$ cat config.mk
export PLATFORM = sky130hd
export DESIGN_NAME = addr_regs_flat
export DESIGN_NICKNAME = d
export VERILOG_FILES = /design/src/core_word_pkg.sv /design/src/core_order_pkg.sv /design/src/mem_if.sv /design/src/addr_regs.sv /design/src/flat_wrapper.sv
export SDC_FILE = /design/constraint.sdc
export NUM_CORES = 1
export LEC_CHECK = 0
export BUFFER_PORTS_ARGS = -buffer_cell sky130_fd_sc_hd__buf_2
export CORE_MARGIN = 2
export CORE_UTILIZATION = 39
export DETAILED_ROUTE_END_ITERATION = 8
export PLACE_DENSITY = 0.79
export SLEW_MARGIN = 20
export SYNTH_ARGS = -nofsm -noshare
export SYNTH_HDL_FRONTEND = slang
export SYNTH_SLANG_ARGS = --single-unit
$ cat constraint.sdc
create_clock -name clk -period 1.46 [get_ports clk]
set_input_delay 0.146 -clock clk [delete_from_list [all_inputs] [get_ports clk]]
set_output_delay 0.146 -clock clk [all_outputs]
set_load 0.02 [all_outputs]
$ cat src/core_word_pkg.sv
`default_nettype none

package core_word_pkg;

    localparam int MAG_W  = 30;
    localparam int ADDR_W = 12;
    localparam int WORD_W = MAG_W + 1;

    // full address space, the largest memory the core can see
    localparam int MEM_MAX = 1 << ADDR_W;

    typedef logic [ADDR_W-1:0] addr_t;

    // sign-magnitude word, sign 1 means minus
    typedef struct packed {
        logic             sign;
        logic [MAG_W-1:0] mag;
    } word_t;

endpackage

`default_nettype wire

$ cat src/core_order_pkg.sv
`default_nettype none

package core_order_pkg;

    localparam int OP_W = 6;

    // order code, magnitude bits 29..24 of an instruction word
    typedef enum logic [OP_W-1:0] {
        ORD_ADD   = 6'o01,
        ORD_SUB   = 6'o02,
        ORD_AND   = 6'o03,
        ORD_LOAD  = 6'o04,
        ORD_STORE = 6'o05,
        ORD_JUMP  = 6'o06,
        ORD_STOP  = 6'o07
    } ord_code_t;

    typedef enum logic [2:0] {
        ALU_NONE,
        ALU_LOAD,
        ALU_ADD,
        ALU_SUB,
        ALU_AND
    } alu_cmd_t;

    typedef enum logic [2:0] {
        KIND_ARITH,
        KIND_STORE,
        KIND_JUMP,
        KIND_STOP,
        KIND_NOP
    } order_kind_t;

    typedef struct packed {
        order_kind_t          kind;
        alu_cmd_t             alu;
        core_word_pkg::addr_t addr1;
        core_word_pkg::addr_t addr2;
    } order_t;

    typedef enum logic [2:0] {
        SEL_HOLD,
        SEL_STRT,
        SEL_ADDR1,
        SEL_ADDR2
    } sel_src_t;

    typedef enum logic [2:0] {
        PU_IDLE   = 3'd0,
        PU_FETCH  = 3'd1,
        PU_DECODE = 3'd2,
        PU_ISSUE  = 3'd3,
        PU_OPER   = 3'd4,
        PU_PANEL  = 3'd5
    } pu_state_t;

endpackage

`default_nettype wire

$ cat src/mem_if.sv
`timescale 1ns/10ps
`default_nettype none

interface mem_if;

    logic                 read;        // strobe
    logic                 write;       // strobe
    core_word_pkg::addr_t addr;        // select register
    core_word_pkg::word_t wdata;       // register C
    core_word_pkg::word_t rdata;
    logic                 read_reply;  // one cycle after read

    modport seq (
        output read,
        output write,
        input  read_reply
    );

    modport addr_src (
        output addr
    );

    modport data_src (
        output wdata,
        input  rdata
    );

    modport data_rx (
        input  rdata
    );

    modport mem (
        input  read,
        input  write,
        input  addr,
        input  wdata,
        output rdata,
        output read_reply
    );

endinterface

`default_nettype wire

$ cat src/addr_regs.sv
`timescale 1ns/10ps
`default_nettype none

module addr_regs (
    input  logic                     clk,
    input  logic                     rst_n,
    input  logic                     do_arr_strt,
    input  core_word_pkg::addr_t     arr_strt_value,
    input  logic                     do_arr_sel,
    input  core_word_pkg::addr_t     arr_sel_value,
    input  core_order_pkg::sel_src_t sel_src,
    input  logic                     do_inc_strt,
    input  logic                     do_jump,
    input  core_order_pkg::order_t   order,
    mem_if.addr_src                  bus,
    output core_word_pkg::addr_t     strt_value,
    output core_word_pkg::addr_t     sel_value
);

    core_word_pkg::addr_t strt_q;
    core_word_pkg::addr_t sel_q;

    always_ff @(posedge clk or negedge rst_n) begin
        if (!rst_n)
            strt_q <= '0;
        else if (do_arr_strt)
            strt_q <= arr_strt_value;
        else if (do_jump)
            strt_q <= order.addr2;
        else if (do_inc_strt)
            strt_q <= strt_q + 1'b1;  // wraps at 4096
    end

    always_ff @(posedge clk or negedge rst_n) begin
        if (!rst_n) begin
            sel_q <= '0;
        end else if (do_arr_sel) begin
            sel_q <= arr_sel_value;
        end else begin
            case (sel_src)
                core_order_pkg::SEL_STRT:  sel_q <= strt_q;
                core_order_pkg::SEL_ADDR1: sel_q <= order.addr1;
                core_order_pkg::SEL_ADDR2: sel_q <= order.addr2;
                default: ;
            endcase
        end
    end

    assign bus.addr   = sel_q;
    assign strt_value = strt_q;
    assign sel_value  = sel_q;

endmodule

`default_nettype wire

$ cat src/flat_wrapper.sv
// flat-port wrapper written by rule: the top's interface ports become plain ports
module addr_regs_flat 
  (clk, rst_n, do_arr_strt, arr_strt_value, do_arr_sel, arr_sel_value, sel_src, do_inc_strt, do_jump, order, strt_value, sel_value, bus_addr);
  mem_if bus_i ();
  input  logic clk;
  input  logic rst_n;
  input  logic do_arr_strt;
  input  core_word_pkg::addr_t arr_strt_value;
  input  logic do_arr_sel;
  input  core_word_pkg::addr_t arr_sel_value;
  input  core_order_pkg::sel_src_t sel_src;
  input  logic do_inc_strt;
  input  logic do_jump;
  input  core_order_pkg::order_t order;
  output core_word_pkg::addr_t strt_value;
  output core_word_pkg::addr_t sel_value;
  output wire logic [$bits(bus_i.addr)-1:0] bus_addr;
  assign bus_addr = bus_i.addr;
  addr_regs u_core (.clk(clk), .rst_n(rst_n), .do_arr_strt(do_arr_strt), .arr_strt_value(arr_strt_value), .do_arr_sel(do_arr_sel), .arr_sel_value(arr_sel_value), .sel_src(sel_src), .do_inc_strt(do_inc_strt), .do_jump(do_jump), .order(order), .bus(bus_i), .strt_value(strt_value), .sel_value(sel_value));
endmodule
== Yosys cells after proc, flatten, opt, wreduce, memory -nomap -nowiden ==
Index checks and enable logic that the tools add are counted.
Widths: inputs -> output; s select.

* Div/mod/pow operators: 0
* Reductions and logical operators: 2
* $mul: 0
* Bitwise gates (word level): 0
* Shifts and indexed selects: 0
* $lt $le $gt $ge: 0
* Muxes and demuxes: 5
* Add/sub/neg operators: 1
* Eq/ne operators: 3

{| class="wikitable"
|+ Operators by type and width
! cell !! count
|-
| $mux 12 || 4
|-
| $pmux 12 s3 || 1
|-
| $add 12x1->12 const B || 1
|-
| $eq 3x2->1 const B || 2
|-
| $reduce_bool 4->1 || 1
|-
| $eq 3x1->1 const B || 1
|-
| $reduce_bool 3->1 || 1
|}

* Bits in writable memories: 0
* Word-level logic and storage cells: 13
* Latch bits: 0
* Memories: 0
* Output and inout port bits: 36
* Register bits after elaboration: 24
* Memory bits (read-only): 0
* Input port bits: 63

== Logic depth before layout (Yosys ltp) ==
* Word-level depth: 4
* Mapped depth: 6
* Gate-level depth less buffers: 5

== Worst setup path after synthesis ==
No wires, ideal clock.

* Path type: reg-to-reg
* Start: register u_core.strt_q[0] (netlist: u_core.strt_value[0])
* End: register u_core.strt_q[2] (netlist: u_core.strt_value[2])
* Cell stages (with the launch flop): 6
* Data required time: 1.335 ns
* Period minus slack after synthesis: 1.471 ns
* Arrival time: 1.346 ns
* Path slack: -0.011 ns
* Path through: dfrtp_1 > ha_1 > nand2_1 > xor2_1 > o21ai_0 > mux2_2

* Cells in the longest elaborated chain, start to end: 4

{| class="wikitable"
|+ RTL lines
! item !! RTL line !! RTL
|-
| start, declared || addr_regs.sv:20 || <nowiki>core_word_pkg::addr_t strt_q;</nowiki>
|-
| start signal, assigned || addr_regs.sv:27 || <nowiki>strt_q <= arr_strt_value;</nowiki>
|-
| start signal, assigned || addr_regs.sv:29 || <nowiki>strt_q <= order.addr2;</nowiki>
|-
| start signal, assigned || addr_regs.sv:31 || <nowiki>strt_q <= strt_q + 1'b1;</nowiki>
|-
| $add 12x1->12 || addr_regs.sv:31 ||
|-
| $mux 12 || addr_regs.sv:30 || <nowiki>else if (do_inc_strt)</nowiki>
|-
| $mux 12 || addr_regs.sv:28 || <nowiki>else if (do_jump)</nowiki>
|-
| $mux 12 || addr_regs.sv:26 || <nowiki>else if (do_arr_strt)</nowiki>
|}

Every way passes these cells. The select of a mux whose other input is x is not followed.
A chain may end at the register's enable or synchronous reset.

== Worst setup path in the final report ==
* Start: register u_core.strt_q[4] (netlist: u_core.strt_value[4])
* End: register u_core.strt_q[11] (netlist: u_core.strt_value[11])

Same word-level chain as after synthesis.

==> results_dict.tcl <==
set metrics [dict create \
    status "complete, no violations" \
    start_util_pct 41.0 \
    max_stage_delay_ns 0.48 \
    synth-adder-area-share_pct 0.758 \
    crit_type "reg2reg" \
    io_pins 99 \
    clock_latency_ns 0.26 \
    worstPathMaxFanout 7 \
    final_common_cell "buf_2" \
    n_fill_cell 391 \
    multi_input_area_um2 906 \
    synth_xor_area_share_pct 4.78 \
    place.port_buffers 92 \
    cts_sinks 24 \
    post-route-min-period_ns 1.38 \
    path_delay_family "flip-flops" \
    endpoint_kind "flop" \
    tns_ns 0 \
    netlist_instances 196 \
    antenna_found_initial 0 \
    num_rows 23 \
    yosys_warnings 0 \
    clk_path_buf_depth 2 \
    vias 1701 \
    htreeDepth 1 \
    netlist_area_um2 1650 \
    hp-class "in2reg" \
    cts_tree "built" \
    r2r_cells 4 \
    fin_crit_sh_pct 94.8 \
    synth-seq-cells 24 \
    min-delay-start "arr_strt_value[6]" \
    min_path_cells 3 \
    drv_cap 0 \
    area_delta_synth_final_pct 33.9 \
    synth_top_family_by_area "compound AO/OA/AOI/OAI gates" \
    r2r_start "u_core.strt_value[4]" \
    finalHoldViolations 0 \
    worstPathRequired_ns 1.58 \
    vias_per_cell 5.15 \
    leakage_nw 1.02 \
    ff2ff_setup_slack_ns 0.08 \
    ys_seq_area_share_pct 36.4 \
    cp_slowest_cell "dfrtp_1" \
    crit_buf_inv 0 \
    vdd_drop_max_v 0.000378 \
    postSynthAreaPerCell_um2 8.42 \
    synth-compound-area-share_pct 21.7 \
    core_um2 4030 \
    antenna_left 0 \
    fin_nets 345 \
    antenna_cells 0 \
    critPathArrivalTime_ns 1.51 \
    drc 0 \
    synth-edff-count 0 \
    holdPathEnd "u_core.strt_value[6]" \
    cts_buffers 3 \
    wire_per_inst_um 13.7 \
    skew_ns 0.00564 \
    synthFlopType "dfrtp_1" \
    synthSimpleGateAreaFrac_pct 17.7 \
    relSlewSlack_pct 49.1 \
    powerDensity_nw_per_um2 935 \
    path_cells "nand4_4 > nor3_2 > xnor2_1 > o221ai_1" \
    dp.final_hpwl_um 3670 \
    fmax_mhz 723 \
    ys_async_sr_fraction_pct 100 \
    synthDistinctLibCells 31 \
    most-common-layout-cells "buf_2, nand2_1, dfrtp_1" \
    dr.first_iter.drc_count 54 \
    die_area_um2 4770 \
    crit_start "u_core.strt_value[4]" \
    worstMarginPinSlew_ns 0.759 \
    grt_max_degree 25 \
    whs_ns 0.0862 \
    cts.root.buffer_cell "clkbuf_8" \
    gp_congestion 0.830 \
    r2r-end "u_core.strt_value[11]" \
    grt_use_total_pct 18.7 \
    die-height_um 69.1 \
    synthMuxAreaShare_pct 9.17 \
    seq_area_um2 602 \
    setup_viol 0 \
    worst_setup_path_start_kind "flop" \
    first_pass_iters 4 \
    totalWireLength_um 4520 \
    grt_pass1_vias 1665 \
    grt_pass1_wl_um 7420 \
    grt.overflow.total 0 \
    clk_pin_slew_ns 0.09 \
    drive_above_1_share_pct 42.1 \
    syn_nets 260 \
    rsz0062_at_grt "false" \
    fp.dieW_um 69.1 \
    slew_violations 0 \
]
-- sequential cells by signal (all words and copies together), names as in the netlist --
signal / cells
u_core.bus.addr: 12
u_core.strt_value: 12
-- what timing repair did --
| action | CTS | global route |
|---|---|---|
| hold endpoints to repair | 24 | 0 |
| hold buffers | 1 | 0 |
| resized for setup | 0 | 5 |
| setup buffers | 0 | 1 |
| setup endpoints to repair | 0 | 3 |
-- worst min-delay path, stage by stage --
cell     delay, ns
buf_2         0.07
nand2_1       0.04
o21ai_0       0.06
-- synthesized netlist by cell type (2+ instances only) --
cell | instances | area (um2)
nand2_1 | 29 | 109
dfrtp_1 | 24 | 601
a21oi_1 | 20 | 100
o21ai_0 | 18 | 90.1
mux2i_1 | 14 | 140
buf_4 | 13 | 97.6
o22ai_1 | 12 | 75.1
clkbuf_1 | 7 | 26.3
nor2_1 | 7 | 26.3
xnor2_1 | 7 | 61.3
buf_2 | 5 | 25.0
nand3_1 | 5 | 25.0
o221ai_1 | 5 | 43.8
nor3b_1 | 4 | 30.0
nor3_1 | 3 | 15.0
inv_1 | 2 | 7.51
nand2b_1 | 2 | 12.5
nand4_1 | 2 | 12.5
nor3_2 | 2 | 20.0
o21ai_1 | 2 | 10.0
o31ai_1 | 2 | 15.0
xor2_1 | 2 | 17.5
-- metal layers --
| metal | vias up | track usage, % | routed length [um] |
|---|---|---|---|
| met5 | - | 0 | 0 |
| met4 | 0 | 3.92 | 34 |
| met3 | 4 | 2.49 | 240 |
| met2 | 57 | 33.9 | 2280 |
| met1 | 775 | 23.8 | 1970 |
| li1 | 865 | - | - |
-- cells by family (layout without fill, tap and decap cells) --
group | count (synthesis) | after routing
multiplexers | 15 | 15
XOR/XNOR | 9 | 9
buffers and inverters | 27 | 111
flip-flops | 24 | 24
AO/OA/AOI/OAI | 62 | 62
adder cells (fa/ha/maj) | 1 | 1
AND/OR/NAND/NOR | 58 | 58
-- through the flow --
step | cell area, um2 | power [mW] | utilization (%) | cells | worst slack (ns)
finish | 2210 | 2.07 | 54.8 | 330 | 0.0766
global route | 2210 | 2.17 | 54.8 | 330 | 0.000303
CTS | 2190 | 2.07 | 54.3 | 329 | 0.0257
detailed placement | 2110 | 1.49 | 52.3 | 324 | 0.0393
global placement | 2110 | 1.48 | 52.3 | 324 | 0.0835
floorplan | 1650 | 1.25 | - | 196 | 0.0181
-- power by group --
| part | total [mW] | leakage, nW | switching, mW | internal, mW |
|---|---|---|---|---|
| Clock | 0.578 | 0.0357 | 0.212 | 0.366 |
| Combinational | 0.678 | 0.711 | 0.394 | 0.283 |
| Sequential | 0.810 | 0.278 | 0.0750 | 0.735 |
| Total | 2.07 | 1.02 | 0.682 | 1.38 |
-- worst max-delay path by stage --
stage	cells after the start	slack, ns	endpoint
2_1_floorplan	5	0.02	u_core.strt_value[2]
3_3_place_gp	5	0.08	u_core.strt_value[2]
3_5_place_dp	5	0.04	u_core.strt_value[5]
4_1_cts	5	0.03	u_core.strt_value[5]
5_1_grt	4	0.0003	u_core.strt_value[11]
6_report	4	0.08	u_core.strt_value[11]
-- cell type report --
cell class                      instances  area share, %
Sequential cell                        24           27.2
Clock inverter                          1           1.36
Inverter                                2          0.340
Timing Repair Buffer                  105           25.4
Tap cell                               50           2.83
Multi-Input combinational cell        145           41.0
Clock buffer                            3           1.87
Power figures use the tool's default switching activity.
