`src/core_word_pkg.sv`:
```
`default_nettype none

package core_word_pkg;

    localparam int MAG_W  = 30;
    localparam int ADDR_W = 12;
    localparam int WORD_W = MAG_W + 1;

    // full address space, the largest memory the core can see
    localparam int MEM_MAX = 1 << ADDR_W;

    typedef logic [ADDR_W-1:0] addr_t;

    // sign-magnitude word, sign 1 means minus
    typedef struct packed {
        logic             sign;
        logic [MAG_W-1:0] mag;
    } word_t;

endpackage

`default_nettype wire

```
`src/core_order_pkg.sv`:
```
`default_nettype none

package core_order_pkg;

    localparam int OP_W = 6;

    // order code, magnitude bits 29..24 of an instruction word
    typedef enum logic [OP_W-1:0] {
        ORD_ADD   = 6'o01,
        ORD_SUB   = 6'o02,
        ORD_AND   = 6'o03,
        ORD_LOAD  = 6'o04,
        ORD_STORE = 6'o05,
        ORD_JUMP  = 6'o06,
        ORD_STOP  = 6'o07
    } ord_code_t;

    typedef enum logic [2:0] {
        ALU_NONE,
        ALU_LOAD,
        ALU_ADD,
        ALU_SUB,
        ALU_AND
    } alu_cmd_t;

    typedef enum logic [2:0] {
        KIND_ARITH,
        KIND_STORE,
        KIND_JUMP,
        KIND_STOP,
        KIND_NOP
    } order_kind_t;

    typedef struct packed {
        order_kind_t          kind;
        alu_cmd_t             alu;
        core_word_pkg::addr_t addr1;
        core_word_pkg::addr_t addr2;
    } order_t;

    typedef enum logic [2:0] {
        SEL_HOLD,
        SEL_STRT,
        SEL_ADDR1,
        SEL_ADDR2
    } sel_src_t;

    typedef enum logic [2:0] {
        PU_IDLE   = 3'd0,
        PU_FETCH  = 3'd1,
        PU_DECODE = 3'd2,
        PU_ISSUE  = 3'd3,
        PU_OPER   = 3'd4,
        PU_PANEL  = 3'd5
    } pu_state_t;

endpackage

`default_nettype wire

```
`src/mem_if.sv`:
```
`timescale 1ns/10ps
`default_nettype none

interface mem_if;

    logic                 read;        // strobe
    logic                 write;       // strobe
    core_word_pkg::addr_t addr;        // select register
    core_word_pkg::word_t wdata;       // register C
    core_word_pkg::word_t rdata;
    logic                 read_reply;  // one cycle after read

    modport seq (
        output read,
        output write,
        input  read_reply
    );

    modport addr_src (
        output addr
    );

    modport data_src (
        output wdata,
        input  rdata
    );

    modport data_rx (
        input  rdata
    );

    modport mem (
        input  read,
        input  write,
        input  addr,
        input  wdata,
        output rdata,
        output read_reply
    );

endinterface

`default_nettype wire

```
`src/pulse_unit.sv`:
```
`timescale 1ns/10ps
`default_nettype none

module pulse_unit (
    input  logic                          clk,
    input  logic                          rst_n,
    input  logic                          start_pulse,
    input  logic                          clear_pu,
    input  logic                          run_auto,
    input  logic                          mem_read,
    input  logic                          mem_write,
    input  core_order_pkg::order_t        order,
    mem_if.seq                            seq,
    output logic                          do_code_to_op,
    output core_order_pkg::alu_cmd_t      alu_cmd,
    output core_order_pkg::sel_src_t      sel_src,
    output logic                          do_inc_strt,
    output logic                          do_jump,
    output core_order_pkg::pu_state_t     pu_state
);

    core_order_pkg::pu_state_t state_q;
    core_order_pkg::pu_state_t state_d;
    core_order_pkg::pu_state_t after_order;
    logic                      read_d;
    logic                      write_d;
    logic                      fetch_reply;

    // STOP always ends the run
    assign after_order = (run_auto && order.kind != core_order_pkg::KIND_STOP) ?
                         core_order_pkg::PU_FETCH : core_order_pkg::PU_IDLE;

    always_comb begin
        state_d = state_q;
        read_d  = 1'b0;
        write_d = 1'b0;
        case (state_q)
            core_order_pkg::PU_IDLE: begin
                if (start_pulse) begin
                    state_d = core_order_pkg::PU_FETCH;
                end else if (mem_read) begin
                    state_d = core_order_pkg::PU_PANEL;
                    read_d  = 1'b1;
                end else if (mem_write) begin
                    write_d = 1'b1;  // no state change for a panel write
                end
            end
            core_order_pkg::PU_FETCH: begin
                state_d = core_order_pkg::PU_DECODE;
                read_d  = 1'b1;
            end
            core_order_pkg::PU_DECODE: begin
                if (seq.read_reply) state_d = core_order_pkg::PU_ISSUE;
            end
            core_order_pkg::PU_ISSUE: begin
                state_d = after_order;
                if (order.kind == core_order_pkg::KIND_ARITH) begin
                    state_d = core_order_pkg::PU_OPER;
                    read_d  = 1'b1;
                end else if (order.kind == core_order_pkg::KIND_STORE) begin
                    write_d = 1'b1;
                end
            end
            core_order_pkg::PU_OPER: begin
                if (seq.read_reply) state_d = after_order;
            end
            core_order_pkg::PU_PANEL: begin
                if (seq.read_reply) state_d = core_order_pkg::PU_IDLE;
            end
            default: state_d = core_order_pkg::PU_IDLE;
        endcase
        if (clear_pu) begin
            state_d = core_order_pkg::PU_IDLE;
            read_d  = 1'b0;
            write_d = 1'b0;
        end
    end

    always_ff @(posedge clk or negedge rst_n) begin
        if (!rst_n) begin
            state_q   <= core_order_pkg::PU_IDLE;
            seq.read  <= 1'b0;
            seq.write <= 1'b0;
        end else begin
            state_q   <= state_d;
            seq.read  <= read_d;
            seq.write <= write_d;
        end
    end

    // select register loads at the end of this cycle
    always_comb begin
        sel_src = core_order_pkg::SEL_HOLD;
        if (state_q == core_order_pkg::PU_FETCH) begin
            sel_src = core_order_pkg::SEL_STRT;
        end else if (state_q == core_order_pkg::PU_ISSUE) begin
            if (order.kind == core_order_pkg::KIND_ARITH)
                sel_src = core_order_pkg::SEL_ADDR1;
            else if (order.kind == core_order_pkg::KIND_STORE)
                sel_src = core_order_pkg::SEL_ADDR2;
        end
    end

    always_comb begin
        alu_cmd = core_order_pkg::ALU_NONE;
        if (seq.read_reply) begin
            if (state_q == core_order_pkg::PU_OPER)
                alu_cmd = order.alu;
            else if (state_q == core_order_pkg::PU_PANEL)
                alu_cmd = core_order_pkg::ALU_LOAD;  // panel read lands in C
        end
    end

    assign fetch_reply   = (state_q == core_order_pkg::PU_DECODE) && seq.read_reply;
    assign do_code_to_op = fetch_reply;
    assign do_inc_strt   = fetch_reply;
    assign do_jump       = (state_q == core_order_pkg::PU_ISSUE) &&
                           (order.kind == core_order_pkg::KIND_JUMP);
    assign pu_state      = state_q;

endmodule

`default_nettype wire

```
`src/flat_wrapper.sv`:
```
// flat-port wrapper written by rule: the top's interface ports become plain ports
module pulse_unit_flat 
  (clk, rst_n, start_pulse, clear_pu, run_auto, mem_read, mem_write, order, do_code_to_op, alu_cmd, sel_src, do_inc_strt, do_jump, pu_state, seq_read, seq_write, seq_read_reply);
  mem_if seq_i ();
  input  logic clk;
  input  logic rst_n;
  input  logic start_pulse;
  input  logic clear_pu;
  input  logic run_auto;
  input  logic mem_read;
  input  logic mem_write;
  input  core_order_pkg::order_t order;
  output logic do_code_to_op;
  output core_order_pkg::alu_cmd_t alu_cmd;
  output core_order_pkg::sel_src_t sel_src;
  output logic do_inc_strt;
  output logic do_jump;
  output core_order_pkg::pu_state_t pu_state;
  output wire logic [$bits(seq_i.read)-1:0] seq_read;
  output wire logic [$bits(seq_i.write)-1:0] seq_write;
  input wire logic [$bits(seq_i.read_reply)-1:0] seq_read_reply;
  assign seq_read = seq_i.read;
  assign seq_write = seq_i.write;
  assign seq_i.read_reply = seq_read_reply;
  pulse_unit u_core (.clk(clk), .rst_n(rst_n), .start_pulse(start_pulse), .clear_pu(clear_pu), .run_auto(run_auto), .mem_read(mem_read), .mem_write(mem_write), .order(order), .seq(seq_i), .do_code_to_op(do_code_to_op), .alu_cmd(alu_cmd), .sel_src(sel_src), .do_inc_strt(do_inc_strt), .do_jump(do_jump), .pu_state(pu_state));
endmodule
```
`config.mk`:
```
export PLATFORM = sky130hd
export DESIGN_NAME = pulse_unit_flat
export DESIGN_NICKNAME = d
export VERILOG_FILES = /design/src/core_word_pkg.sv /design/src/core_order_pkg.sv /design/src/mem_if.sv /design/src/pulse_unit.sv /design/src/flat_wrapper.sv
export SDC_FILE = /design/constraint.sdc
export NUM_CORES = 1
export LEC_CHECK = 0
export BUFFER_PORTS_ARGS = -buffer_cell sky130_fd_sc_hd__buf_4
export CORE_MARGIN = 10
export CORE_UTILIZATION = 30
export DETAILED_ROUTE_END_ITERATION = 8
export GPL_TIMING_DRIVEN = 0
export PLACE_DENSITY = 0.74
export SLEW_MARGIN = 20
export SYNTH_ARGS = -nofsm -noshare
export SYNTH_HDL_FRONTEND = slang
export SYNTH_SLANG_ARGS = --single-unit
export TNS_END_PERCENT = 30
```
`constraint.sdc`:
```
create_clock -name clk -period 1.3 [get_ports clk]
set_input_delay 0.065 -clock clk [delete_from_list [all_inputs] [get_ports clk]]
set_output_delay 0.065 -clock clk [all_outputs]
set_load 0.02 [all_outputs]
```
======== Yosys cells after proc, flatten, opt, wreduce, memory -nomap -nowiden ========
Cells that the tools add are included.
storage, ports and cells
  bits in registers ....................... 5
  latch bits .............................. 0
  bits in writable memories ............... 0
  memory bits (read-only) ................. 0
  input port bits ......................... 38
  output and inout port bits .............. 14
  word-level logic and storage cells ...... 49
  memories kept ........................... 0
cells by class
  $add $sub $neg .......................... 0
  multiply operators ...................... 0
  divide/modulo/power cells ............... 0
  magnitude comparators ................... 0
  equality and inequality tests ........... 12
  shift-type cells ........................ 0
  muxes and demuxes ....................... 28
  bitwise operators ....................... 0
  reductions and logical operators ........ 6
operator list
  cell                                           count
  two-way mux 3 bit                              12
  case mux 3 bit (6 select lines)                1
  two-way mux 1 bit                              12
  == test 3 x 2 -> 1 bit, second input constant  3
  != test 3 bit, second input constant           3
  == test 3 x 1 -> 1 bit, second input constant  2
  == test 3 bit, second input constant           2
  zero test 3 bit                                2
  != test 4 bit, second input constant           1
  AND reduction 4 bit                            1
  logical AND 1 bit                              3
  != test 3 x 2 -> 1 bit, second input constant  1
  case mux 1 bit (3 select lines)                1
  two-way mux 2 bit                              1
  case mux 1 bit (2 select lines)                1

======== Longest topological paths before layout ========
  word-level depth ........................ 6
  gate-level depth with buffers ........... 5
  gate-level depth less buffers ........... 4

======== Least setup slack after synthesis ========
OpenSTA, ideal clock, no wires.
  kind .................................... flip-flop to output port
  start ................................... register u_core.state_q[1] (netlist: u_core.pu_state[1])
  end ..................................... output port do_inc_strt
  arrival time ............................ 1.993 ns
  data required time ...................... 1.235 ns
  slack ................................... -0.758 ns
  stages on the path, launching flop included .. 5
  path buffers ............................ 2
  cell sequence ........................... dfrtp_1 > clkbuf_4 > inv_2 > nor4b_1 > buf_4
between the ends
  cells in the longest elaborated chain, start to end .. 2
ends and longest elaborated chain
  item                    line                RTL
  start, declared         pulse_unit.sv:22    core_order_pkg::pu_state_t state_q;
  start signal, assigned  pulse_unit.sv:81    state_q <= core_order_pkg::PU_IDLE;
  start signal, assigned  pulse_unit.sv:85    state_q <= state_d;
  == test 3 x 2 -> 1 bit  pulse_unit.sv:114   assign fetch_reply = (state_q == core_order_pkg::PU_DECODE) && seq.read_reply;
  logical AND 1 bit       pulse_unit.sv:114
  end, declared           flat_wrapper.sv:16  output logic do_inc_strt;
No other way between the ends.

======== Worst setup path in the final report ========
Same ends and word-level chain as after synthesis.

==> out/metrics.cfg <==
[run_status]
status = finished with violations
violations = negative setup slack

[worst_setup_path]
crit_path_max_incr_delay_ps = 420
cp.arrival_ps = 1380
crit_path_top_delay_cell = dfrtp_2
path_max_fanout = 8
cp-startpoint = u_core.pu_state[1]
worstPathRequired_ps = 1240
rr_startpoint = u_core.pu_state[0]
worstPathCellList = clkbuf_8 > inv_4 > nor4b_4 > buf_4 > buf_6
cp_num_buf_inv = 4
critPathTopFamily = buffers and inverters
worstSetupPathType = flip-flop to output port
cp-end-kind = output port
startpoint_type = flip-flop

[detailed_routing]
drt_wl_total_um = 1774
postRouteAntennaNets = 0
drtPass1Iterations = 4
drc = 0
drtIter0Drc = 11
post_drt_wl_per_cell_um = 16.58
via_count = 558
viasPerCell = 5.215

[finish]
drive_gt1_frac = 0.6923
n_antenna_cell = 0
syn2layout_area_growth_pct = 88.05
utilization = 0.6013
fin_area_um2 = 905.9
finalNetCount = 130

[timing]
hold_viol = 0
post-route-period-util = 1.115
rsz0062_at_grt = true
fin_ws_ps = -149.3
skew_ps = 4.466
max_freq_mhz = 690.0
tns_ps = -962.0
setup_viol = 11
post-route-min-period_ps = 1449
slew_violations = 0

[power_and_ir_drop]
pwr-share-clk = 0.107
p_leak_nw = 0.4016
p_seq_frac = 0.178
power_frac_comb = 0.716
p_switching_uw = 774.2
swShare = 0.4497
p_int_uw = 947.4
powerDensity_mw_per_mm2 = 1901
peakVddDrop_uv = 978.6

[hold_path]
hold_path.class = input port to flip-flop
hp-start = clear_pu

[clock_tree]
cts_buffer_depth = 2
clock_latency_ps = 250
numCtsBuffers = 3
cts_sinks = 5
root_buffer = clkbuf_4
path_clk_slew_ps = 50
cts_tree = built
htree_num_levels = 1

[floorplan]
die_x_um = 60.07
io_pins = 52
placementRows = 14
initial_core_util = 0.3198
fp.dieH_um = 60.07
design.core.area_mm2 = 0.001506
die-area_mm2 = 0.003608

[global_route]
grt_pass1_wl_um = 2849
grt_max_degree = 9
antenna_found_initial = 0
grt_pass1_vias = 595
globalRouteTotalUtil = 0.1022
overflow = 0

[synthesis]
syn_area_per_cell_um2 = 9.634
yosysSeqAreaShare = 0.2597
postSynthCellCount = 50
ys_warn_count = 0
synth_area_um2 = 481.7
synth_seq_cells = 5
ys_types = 30
syn_nets = 88

[placement]
post_dp_cell_area_um2 = 724.4
place_hpwl_um = 1190
port_buffers = 26
globalplace.congestion = 0.7251

[run]
max_cap_violations = 0

## synthesized netlist by cell type (all sizes together)
master	n	area, um2
nand3b	2	15.01
a211oi	2	25.02
clkbuf	1	7.510
dfrtp	5	125.1
o211ai	1	7.510
a2111oi	2	30.03
nand4	1	6.260
buf	4	37.53
nor4b	2	23.77
and4	2	17.52
nand2	1	3.750
nor4	2	33.78
o31ai	2	15.01
a22oi	1	7.510
a32o	1	10.01
and3	1	6.260
nor3b	3	27.52
nand4bb	1	11.26
inv	4	15.02
xor2	1	8.760
conb	1	3.750
nor3	1	5.000
o21ai	2	10.01
a21oi	2	10.01
nor2	5	18.77
## power by group through the flow
stage | logic, mW | clock network [mW] | registers [mW]
after floorplan | 0.570 | 0 | 0.364
after global placement | 0.894 | 0 | 0.319
after detailed placement | 0.901 | 0 | 0.316
after CTS | 1.17 | 0.193 | 0.298
after global routing | 1.32 | 0.202 | 0.310
final | 1.23 | 0.184 | 0.306
## cell families (layout without fill, tap and decap cells)
group                  count (synthesis)  after routing  synth area share
AO/OA/AOI/OAI                         13             13            0.2390
AND/OR/NAND/NOR                       21             21            0.3506
buffers and inverters                  9             50            0.1247
XOR/XNOR                               1              1           0.01819
flip-flops                             5              5            0.2597
other                                  1              1          0.007785
## layout by cell type (no fill, tap or decap), drive strengths merged, types with 2 or more instances in the layout
| cell | count |
|---|---|
| a211oi | 2 |
| clkbuf | 5 |
| dfrtp | 5 |
| nor4b | 2 |
| a21oi | 2 |
| nor3b | 3 |
| buf | 40 |
| a2111oi | 2 |
| inv | 4 |
| nor2 | 5 |
| nor4 | 2 |
| o31ai | 2 |
| o21ai | 2 |
| and4 | 2 |
| nand3b | 2 |
## routing by layer
metal / routed length (um) / track usage / up-vias
met5: 0 / 0 / -
met4: 8 / 0.03846 / 0
met3: 125 / 0.04449 / 2
met2: 907 / 0.1618 / 17
met1: 733 / 0.1181 / 270
li1: - / - / 269
## layout make-up
cell class              instances  area [um2]
fillers                       127       600.6
multi-input cells              36       362.8
repair buffers                 37       295.3
flip-flops and latches          5       128.9
plain buffers                   5       55.05
clock buffers                   4       26.28
well taps                      16       20.02
inverters                       4       17.52
## state kept, by name (all words and copies together) (netlist names)
name / cells
u_core.pu_state: 3
u_core.seq.read: 1
u_core.seq.write: 1
## repair_timing
item | in CTS | in global routing
resized for setup | 9 | 4
endpoints found under the hold margin | 5 | 0
pin swaps | 7 | 2
endpoints found under the setup margin | 11 | 13
hold buffers | 1 | 0
buffers inserted | 10 | 0
## final timing paths
check | endpoint | slack (ps) | cells after the start
min reg2reg | u_core.seq.read | 700 | 2
max in group asynchronous | u_core.pu_state[0] | 1010 | 2
min in group asynchronous | u_core.seq.write | 170 | 2
max reg2reg | u_core.pu_state[0] | -130 | 5
max | do_inc_strt | -150 | 5
min | u_core.seq.write | 30 | 2
## per-stage QoR
step | total power, mW | setup slack [ps] | instances | hold WS (ps)
floorplan | 0.9339 | -59.43 | 50 | -230.6
global placement | 1.213 | -98.31 | 92 | -129.6
finish | 1.722 | -149.3 | 107 | 28.91
global route | 1.830 | -226.1 | 107 | 23.54
detailed placement | 1.217 | -103.9 | 92 | -129.5
CTS | 1.662 | -154.6 | 107 | 10.73
(Power assumes the default switching activity.)
