`config.mk`:
```
export PLATFORM = sky130hd
export DESIGN_NAME = operator_flat
export DESIGN_NICKNAME = d
export VERILOG_FILES = /design/src/core_word_pkg.sv /design/src/core_order_pkg.sv /design/src/mem_if.sv /design/src/operator.sv /design/src/flat_wrapper.sv
export SDC_FILE = /design/constraint.sdc
export NUM_CORES = 1
export LEC_CHECK = 0
export ABC_AREA = 1
export ABC_CLOCK_PERIOD_IN_PS = 1060
export BUFFER_PORTS_ARGS = -buffer_cell sky130_fd_sc_hd__buf_2
export CAP_MARGIN = 40
export CORE_ASPECT_RATIO = 1.1
export CORE_MARGIN = 2
export CORE_UTILIZATION = 49
export DETAILED_ROUTE_END_ITERATION = 6
export PLACE_DENSITY = 0.84
export SYNTH_ARGS = -nofsm -noshare
export SYNTH_HDL_FRONTEND = slang
export SYNTH_SLANG_ARGS = --single-unit
export TNS_END_PERCENT = 50
```
`constraint.sdc`:
```
create_clock -name clk -period 1.06 [get_ports clk]
set_input_delay 0.053 -clock clk [delete_from_list [all_inputs] [get_ports clk]]
set_output_delay 0.053 -clock clk [all_outputs]
set_load 0.1 [all_outputs]
```
`src/core_word_pkg.sv`:
```
`default_nettype none

package core_word_pkg;

    localparam int MAG_W  = 30;
    localparam int ADDR_W = 12;
    localparam int WORD_W = MAG_W + 1;

    // full address space, the largest memory the core can see
    localparam int MEM_MAX = 1 << ADDR_W;

    typedef logic [ADDR_W-1:0] addr_t;

    // sign-magnitude word, sign 1 means minus
    typedef struct packed {
        logic             sign;
        logic [MAG_W-1:0] mag;
    } word_t;

endpackage

`default_nettype wire

```
`src/core_order_pkg.sv`:
```
`default_nettype none

package core_order_pkg;

    localparam int OP_W = 6;

    // order code, magnitude bits 29..24 of an instruction word
    typedef enum logic [OP_W-1:0] {
        ORD_ADD   = 6'o01,
        ORD_SUB   = 6'o02,
        ORD_AND   = 6'o03,
        ORD_LOAD  = 6'o04,
        ORD_STORE = 6'o05,
        ORD_JUMP  = 6'o06,
        ORD_STOP  = 6'o07
    } ord_code_t;

    typedef enum logic [2:0] {
        ALU_NONE,
        ALU_LOAD,
        ALU_ADD,
        ALU_SUB,
        ALU_AND
    } alu_cmd_t;

    typedef enum logic [2:0] {
        KIND_ARITH,
        KIND_STORE,
        KIND_JUMP,
        KIND_STOP,
        KIND_NOP
    } order_kind_t;

    typedef struct packed {
        order_kind_t          kind;
        alu_cmd_t             alu;
        core_word_pkg::addr_t addr1;
        core_word_pkg::addr_t addr2;
    } order_t;

    typedef enum logic [2:0] {
        SEL_HOLD,
        SEL_STRT,
        SEL_ADDR1,
        SEL_ADDR2
    } sel_src_t;

    typedef enum logic [2:0] {
        PU_IDLE   = 3'd0,
        PU_FETCH  = 3'd1,
        PU_DECODE = 3'd2,
        PU_ISSUE  = 3'd3,
        PU_OPER   = 3'd4,
        PU_PANEL  = 3'd5
    } pu_state_t;

endpackage

`default_nettype wire

```
`src/mem_if.sv`:
```
`timescale 1ns/10ps
`default_nettype none

interface mem_if;

    logic                 read;        // strobe
    logic                 write;       // strobe
    core_word_pkg::addr_t addr;        // select register
    core_word_pkg::word_t wdata;       // register C
    core_word_pkg::word_t rdata;
    logic                 read_reply;  // one cycle after read

    modport seq (
        output read,
        output write,
        input  read_reply
    );

    modport addr_src (
        output addr
    );

    modport data_src (
        output wdata,
        input  rdata
    );

    modport data_rx (
        input  rdata
    );

    modport mem (
        input  read,
        input  write,
        input  addr,
        input  wdata,
        output rdata,
        output read_reply
    );

endinterface

`default_nettype wire

```
`src/operator.sv`:
```
`timescale 1ns/10ps
`default_nettype none

module operator (
    input  logic                            clk,
    input  logic                            rst_n,
    input  logic                            do_code_to_op,
    mem_if.data_rx                          bus,
    output core_order_pkg::order_t          order,
    output logic [core_order_pkg::OP_W-1:0] op_code
);

    logic [core_word_pkg::MAG_W-1:0] ord_q;  // sign of the fetched word is dropped
    core_order_pkg::ord_code_t       code;

    always_ff @(posedge clk or negedge rst_n) begin
        if (!rst_n)
            ord_q <= '0;
        else if (do_code_to_op)
            ord_q <= bus.rdata.mag;
    end

    assign code = core_order_pkg::ord_code_t'(
        ord_q[core_word_pkg::MAG_W-1 -: core_order_pkg::OP_W]);

    always_comb begin
        order.addr1 = ord_q[2*core_word_pkg::ADDR_W-1 -: core_word_pkg::ADDR_W];
        order.addr2 = ord_q[core_word_pkg::ADDR_W-1:0];
        order.kind  = core_order_pkg::KIND_ARITH;
        order.alu   = core_order_pkg::ALU_NONE;
        case (code)
            core_order_pkg::ORD_ADD:   order.alu  = core_order_pkg::ALU_ADD;
            core_order_pkg::ORD_SUB:   order.alu  = core_order_pkg::ALU_SUB;
            core_order_pkg::ORD_AND:   order.alu  = core_order_pkg::ALU_AND;
            core_order_pkg::ORD_LOAD:  order.alu  = core_order_pkg::ALU_LOAD;
            core_order_pkg::ORD_STORE: order.kind = core_order_pkg::KIND_STORE;
            core_order_pkg::ORD_JUMP:  order.kind = core_order_pkg::KIND_JUMP;
            core_order_pkg::ORD_STOP:  order.kind = core_order_pkg::KIND_STOP;
            default:                   order.kind = core_order_pkg::KIND_NOP;
        endcase
    end

    assign op_code = code;

endmodule

`default_nettype wire

```
`src/flat_wrapper.sv`:
```
// flat-port wrapper written by rule: the top's interface ports become plain ports
module operator_flat 
  (clk, rst_n, do_code_to_op, order, op_code, bus_rdata);
  mem_if bus_i ();
  input  logic clk;
  input  logic rst_n;
  input  logic do_code_to_op;
  output core_order_pkg::order_t order;
  output logic [core_order_pkg::OP_W-1:0] op_code;
  input wire logic [$bits(bus_i.rdata)-1:0] bus_rdata;
  assign bus_i.rdata = bus_rdata;
  operator u_core (.clk(clk), .rst_n(rst_n), .do_code_to_op(do_code_to_op), .bus(bus_i), .order(order), .op_code(op_code));
endmodule
```
==> results.sh, run 1 <==
export IMPL_clock_sinks=30
export IMPL_cts_inserted_buffers=5
export IMPL_ys_seq_elements=30
export IMPL_root_buffer="clkbuf_4"
export IMPL_port_buffers=68
export IMPL_rows=20
export IMPL_first_error="[ERROR DPL-0038] Utilization greater than 100%, impossible to legalize"
export IMPL_lastStage="4_1_cts"
export IMPL_initial_core_util=0.515
export IMPL_syn_inst=147
export IMPL_routabilityCongestion=0.725
export IMPL_yosysWarnings=0
export IMPL_synth_area_per_cell_um2=9.73
export IMPL_die_y_um=60.7
export IMPL_ys_seq_area_frac=0.525
export IMPL_synthesis_nets=181
export IMPL_cts_max_level=2
export IMPL_dp_cells=255
export IMPL_status="did not finish"
export IMPL_io_pin_count=70
export IMPL_die_w_um=55.5
export IMPL_hold_buffers=31
export IMPL_postCtsSetupBuffers=1
export IMPL_hpwl_mm=2.91
export IMPL_synth_distinct_cells=9
export IMPL_dpl_instance_area_um2=2480
export IMPL_cts_resized=9
export IMPL_synth_cell_area_um2=1430
export IMPL_clock_path_buffers=2
-- cell usage after synthesis (all sizes together) --
master / number / area share
nand2: 37 / 0.097
buf: 7 / 0.073
nand3: 3 / 0.010
inv: 31 / 0.081
dfrtp: 30 / 0.52
nor2: 9 / 0.029
o21ai: 30 / 0.18
-- stage by stage --
step / utilization / setup slack [ps] / hold slack, ps
3_3_place_gp: 0.892 / -90.9 / -31.2
3_5_place_dp: 0.892 / -135 / -31.2
2_1_floorplan: - / -418 / -243
-- logic make-up after synthesis --
logic type,Yosys count,share of synthesized area
buffers and inverters,38,0.155
AOI/OAI and AO/OA,30,0.184
DFF,30,0.525
and+or+nand+nor,49,0.136
==> inputs of run 2 (changes only) <==
CORE_AREA = 2 2 63 65   (was unset)
CORE_ASPECT_RATIO = unset   (was 1.1)
CORE_MARGIN = unset   (was 2)
CORE_UTILIZATION = unset   (was 49)
DIE_AREA = 0 0 65 67   (was unset)
PLACE_DENSITY = unset   (was 0.84)
PLACE_DENSITY_LB_ADDON = 0.15   (was unset)
==> results.sh, run 2 <==
export IMPL_status="complete, but fails checks"
export IMPL_failed_checks="hold timing, setup timing"
export IMPL_fin_skew_ps=0
export IMPL_root_buffer="clkbuf_8"
export IMPL_reg_top3="u_core.ord_q x30"
export IMPL_async_flop_share=1.00
export IMPL_fin_crit_ps=1500
export IMPL_cts_tree="built"
export IMPL_fin_ws_ps=-442
export IMPL_synth_edff_count=0
export IMPL_die_w_um=65
export IMPL_final_common_cell="buf_12"
export IMPL_fmax_ghz=0.666
export IMPL_dr_pass1_iters=4
export IMPL_regToRegStartpoint="u_core.ord_q[28]"
export IMPL_grt_max_degree=31
export IMPL_synth_area_leader_cell="dfrtp_1"
export IMPL_initial_core_util=0.397
export IMPL_stdcell_count=309
export IMPL_crit_arrival_ps=1450
export IMPL_reg2reg_depth=4
export IMPL_largest_reg_flops=30
export IMPL_top_register="u_core.ord_q"
export IMPL_synth_area_per_cell_um2=9.73
export IMPL_startpoint_type="flop"
export IMPL_grt_use_total=0.204
export IMPL_crit_type="reg2out"
export IMPL_synth_distinct_cells=9
export IMPL_synthesis_nets=181
export IMPL_final_antenna_net_count=0
export IMPL_dp_cells=270
export IMPL_hold_viol_final=1
export IMPL_vias=1333
export IMPL_critPathMaxFanout=5
export IMPL_wire_per_inst_um=12.9
export IMPL_final_cell_mix="buf_12, nand2_1, buf_2"
export IMPL_routabilityCongestion=0.703
export IMPL_min_path_cells=3
export IMPL_layout_drive_gt1_share=0.567
export IMPL_synth_cell_area_um2=1430
export IMPL_cts_inserted_buffers=5
export IMPL_dieArea_um2=4360
export IMPL_clock_sinks=30
export IMPL_grt_pass1_vias=1429
export IMPL_hp_class="in2reg"
export IMPL_hpwl_mm=2.66
export IMPL_ys_seq_elements=30
export IMPL_grt_pass1_wl_mm=6.59
export IMPL_r2r_setup_slack_ps=80
export IMPL_ys_seq_area_frac=0.525
export IMPL_powerDensity_nw_per_um2=1460
export IMPL_peakVddDrop_mv=0.892
export IMPL_maxCapViolations=0
export IMPL_nets=294
export IMPL_synth_most_common_cell="nand2_1"
export IMPL_syn2layout_area_growth_pct=105
export IMPL_final_setup_viol_count=12
export IMPL_overflow=0
export IMPL_core_area_um2=3610
export IMPL_drt_iter0_drc=42
export IMPL_clock_path_buffers=2
export IMPL_ys_top_cells_by_count="nand2_1, inv_1, dfrtp_1, o21ai_2, nor2_1"
export IMPL_final_cell_area_um2=2930
export IMPL_fillerInstances=231
export IMPL_relSlewSlack=0.550
export IMPL_slew_viol_final=0
export IMPL_period_share=1.42
export IMPL_rsz0062_at_grt="yes"
export IMPL_cellLeakagePower_nw=1.40
export IMPL_tightestPinTransition_ps=675
export IMPL_r2r_end="u_core.ord_q[28]"
export IMPL_post_route_drc_count=0
export IMPL_holdPathEnd="u_core.ord_q[19]"
export IMPL_cp_end_kind="output port"
export IMPL_worstPathRequired_ps=1010
export IMPL_synth_top_cells_by_area="dfrtp_1, o21ai_2, nand2_1"
export IMPL_syn_inst=147
export IMPL_finalWirelength_mm=3.98
export IMPL_antenna_found_initial=0
export IMPL_yosysWarnings=0
export IMPL_holdWs_ps=-3.12
export IMPL_synth_top_cell_area_share=0.525
export IMPL_rows=22
export IMPL_synthFlopType="dfrtp_1"
export IMPL_finalSetupTns_ps=-2940
export IMPL_io_pin_count=70
export IMPL_port_buffers=68
export IMPL_insertion_delay_ps=270
export IMPL_cts_max_level=2
export IMPL_clk_pin_slew_ps=60
export IMPL_die_y_um=67
export IMPL_vias_per_cell=4.31
export IMPL_diodes=0
export IMPL_dpl_instance_area_um2=2480
export IMPL_hp_start="bus_rdata[19]"
[run 2: cells by family (layout without fill, tap and decap cells)]
family,count (synthesis),in the layout,share of synthesized area
DFF,30,30,0.525
buffers and inverters,38,152,0.155
AOI/OAI and AO/OA,30,30,0.184
and+or+nand+nor,49,49,0.136
[run 2: how the worst max path moves through the flow]
stage                                start         to  slack (ps)
final                     u_core.ord_q[28]  order[29]        -440
after CTS                 u_core.ord_q[29]  order[29]        -440
after detailed placement  u_core.ord_q[28]  order[29]        -170
after global routing      u_core.ord_q[28]  order[29]        -490
after global placement    u_core.ord_q[28]  order[29]         -90
after floorplan           u_core.ord_q[28]  order[25]        -420
[run 2: critical path, stage by stage, from the launching register on]
cell        delay [ps]
dfrtp_4            490
nor2_4             210
nand3_2            130
nand2_4             80
clkinvlp_4          90
buf_12             170
[run 2: per-layer routing]
metal | vias up | wire [um] | GRT usage
met5 | - | 0 | 0
met4 | 0 | 89 | 0.0798
met3 | 11 | 283 | 0.0726
met2 | 50 | 2130 | 0.375
met1 | 597 | 1480 | 0.211
li1 | 675 | - | -
[run 2: metrics by stage]
step	hold slack, ps	setup slack, ps	power, W	utilization
after detailed placement	131	-173	0.00325	0.689
after CTS	1.18	-443	0.00430	0.807
after global placement	119	-93.4	0.00321	0.689
after floorplan	-243	-418	0.00251	-
after global routing	29.5	-490	0.00444	0.812
final	-3.12	-442	0.00427	0.812
[run 2: final cells by class]
type	instances	area, um^2	share of cell area
timing repair buffer	113	1340	0.458
sequential	30	781	0.267
multi-input combinational	79	533	0.182
inverter	31	120	0.0410
clock buffer	7	86.3	0.0295
tap	48	60.1	0.0205
clock inverter	1	5.00	0.00171
[run 2: what timing repair did]
item / 4_1_cts / 5_1_grt
setup buffers: 0 / 1
hold endpoints to repair: 59 / 0
resized for setup: 8 / 2
hold buffers: 30 / 0
pin swaps: 2 / 4
gates cloned: 0 / 0
setup endpoints to repair: 12 / 12
[run 2: power breakdown]
part | total [W] | switching (W) | internal (W) | leakage (nW)
Sequential | 0.00139 | 0.000124 | 0.00127 | 0.351
Combinational | 0.00196 | 0.00122 | 0.000740 | 1.00
Clock | 0.000926 | 0.000403 | 0.000522 | 0.0482
Total | 0.00427 | 0.00174 | 0.00253 | 1.40
Note: power is estimated with default switching activity, not from simulation.
==> inputs of run 3 (changes only) <==
CELL_PAD_IN_SITES_DETAIL_PLACEMENT = 1   (was unset)
CELL_PAD_IN_SITES_GLOBAL_PLACEMENT = 2   (was unset)
CORE_AREA = unset   (was 2 2 63 65)
CORE_MARGIN = 2   (was unset)
CORE_UTILIZATION = 27   (was unset)
DIE_AREA = unset   (was 0 0 65 67)
==> results.sh, run 3 (synthesis results as in run 2) <==
export IMPL_vias_per_cell=4.10
export IMPL_io_pin_count=70
export IMPL_peakVddDrop_mv=0.766
export IMPL_largest_reg_flops=30
export IMPL_vias=1356
export IMPL_worstPathRequired_ps=1010
export IMPL_die_w_um=76.8
export IMPL_critPathBufInv=2
export IMPL_reg2reg_depth=4
export IMPL_wire_per_inst_um=13.9
export IMPL_crit_slowest_cell="dfrtp_4"
export IMPL_final_common_cell="buf_12"
export IMPL_final_cell_mix="buf_12, nand2_1, buf_2"
export IMPL_fillerInstances=561
export IMPL_grt_max_degree=61
export IMPL_dieArea_um2=5900
export IMPL_clock_sinks=30
export IMPL_period_share=1.43
export IMPL_startpoint_type="flop"
export IMPL_cp_end_kind="output port"
export IMPL_fin_skew_ps=0
export IMPL_failed_checks="setup timing"
export IMPL_r2r_end="u_core.ord_q[28]"
export IMPL_holdWs_ps=8.80
export IMPL_maxCapViolations=0
export IMPL_regToRegStartpoint="u_core.ord_q[28]"
export IMPL_antenna_found_initial=0
export IMPL_routabilityCongestion=0.843
export IMPL_relSlewSlack=0.768
export IMPL_crit_type="reg2out"
export IMPL_final_setup_viol_count=12
export IMPL_fin_ws_ps=-458
export IMPL_fin_crit_ps=1520
export IMPL_cpMostUsedCell="nor2_4"
export IMPL_clock_path_buffers=2
export IMPL_cts_inserted_buffers=5
export IMPL_layout_drive_gt1_share=0.567
export IMPL_core_area_um2=5110
export IMPL_cts_tree="built"
export IMPL_cts_max_level=2
export IMPL_post_route_drc_count=0
export IMPL_tightestPinTransition_ps=347
export IMPL_holdPathEnd="u_core.ord_q[23]"
export IMPL_slew_viol_final=0
export IMPL_dr_pass1_iters=4
export IMPL_status="complete, but fails checks"
export IMPL_nets=294
export IMPL_r2r_setup_slack_ps=90
export IMPL_cellLeakagePower_nw=1.40
export IMPL_hp_class="in2reg"
export IMPL_dpl_worst_slack_ps=-167
export IMPL_crit_arrival_ps=1470
export IMPL_grt_pass1_wl_mm=7.65
export IMPL_hpwl_mm=3.20
export IMPL_final_antenna_net_count=0
export IMPL_hold_viol_final=0
export IMPL_rsz0062_at_grt="yes"
export IMPL_root_buffer="clkbuf_8"
export IMPL_rows=26
export IMPL_min_path_cells=3
export IMPL_die_y_um=76.8
export IMPL_finalWirelength_mm=4.60
export IMPL_diodes=0
export IMPL_crit_chain="nor2_4 > buf_4 > nand2_4 > nor2_4 > buf_12"
export IMPL_power_w=0.00428
export IMPL_fmax_ghz=0.659
export IMPL_hp_start="bus_rdata[23]"
export IMPL_top_register="u_core.ord_q"
export IMPL_grt_use_total=0.166
export IMPL_overflow=0
export IMPL_critPathMaxFanout=5
export IMPL_final_core_util=0.575
export IMPL_port_buffers=68
export IMPL_reg_top3="u_core.ord_q x30"
export IMPL_critical_path_top_delay_family="flip-flops"
export IMPL_grt_pass1_vias=1541
export IMPL_dpl_instance_area_um2=2490
export IMPL_powerDensity_nw_per_um2=1460
export IMPL_initial_core_util=0.280
export IMPL_final_cell_area_um2=2940
export IMPL_insertion_delay_ps=270
export IMPL_max_stage_delay_ps=490
export IMPL_drt_iter0_drc=32
export IMPL_syn2layout_area_growth_pct=106
export IMPL_clk_pin_slew_ps=60
run 3: worst max-delay path by stage:
stage                     startpoint        end  cells past startpoint
finish              u_core.ord_q[28]  order[25]                      5
global route        u_core.ord_q[28]  order[29]                      5
CTS                 u_core.ord_q[29]  order[29]                      5
detailed placement  u_core.ord_q[28]  order[29]                      5
global placement    u_core.ord_q[28]  order[29]                      5
floorplan           u_core.ord_q[28]  order[25]                      3
run 3: worst reg2reg max path, stage by stage, from the launching register on:
cell and delay, ps:
dfrtp_4 490, buf_4 140, buf_6 110, inv_1 60
o21ai_2 50
run 3: cell type report:
type	count	area (um^2)	share of cell area
Inverter	31	120	0.0409
Multi-Input combinational cell	79	538	0.183
Clock inverter	1	5.00	0.00170
Clock buffer	7	86.3	0.0294
Sequential cell	30	781	0.266
Timing Repair Buffer	113	1320	0.450
Tap cell	70	87.6	0.0298
run 3: repair_timing:
| item | in CTS | in global routing |
|---|---|---|
| setup endpoints to repair | 12 | 12 |
| gates resized for setup | 6 | 3 |
| buffers inserted | 0 | 2 |
| endpoints found under the hold margin | 43 | 0 |
| hold buffers | 30 | 0 |
| pin swaps | 3 | 4 |
run 3: routing by layer:
layer	global-route usage	wire length, um
met1	0.175	1640
met2	0.312	2690
met3	0.0447	176
met4	0.0618	94
met5	0	0
run 3: stage by stage:
step,instances,setup TNS [ps]
floorplan,147,-5120
global placement,291,-297
detailed placement,291,-577
CTS,329,-2920
global route,331,-3740
finish,331,-3150
run 3: report_power, final:
group          internal [W]  switching, W  leakage, nW  total, W
clock network      0.000522      0.000404       0.0482  0.000926
logic              0.000735       0.00123         1.00   0.00196
registers           0.00127      0.000125        0.351   0.00139
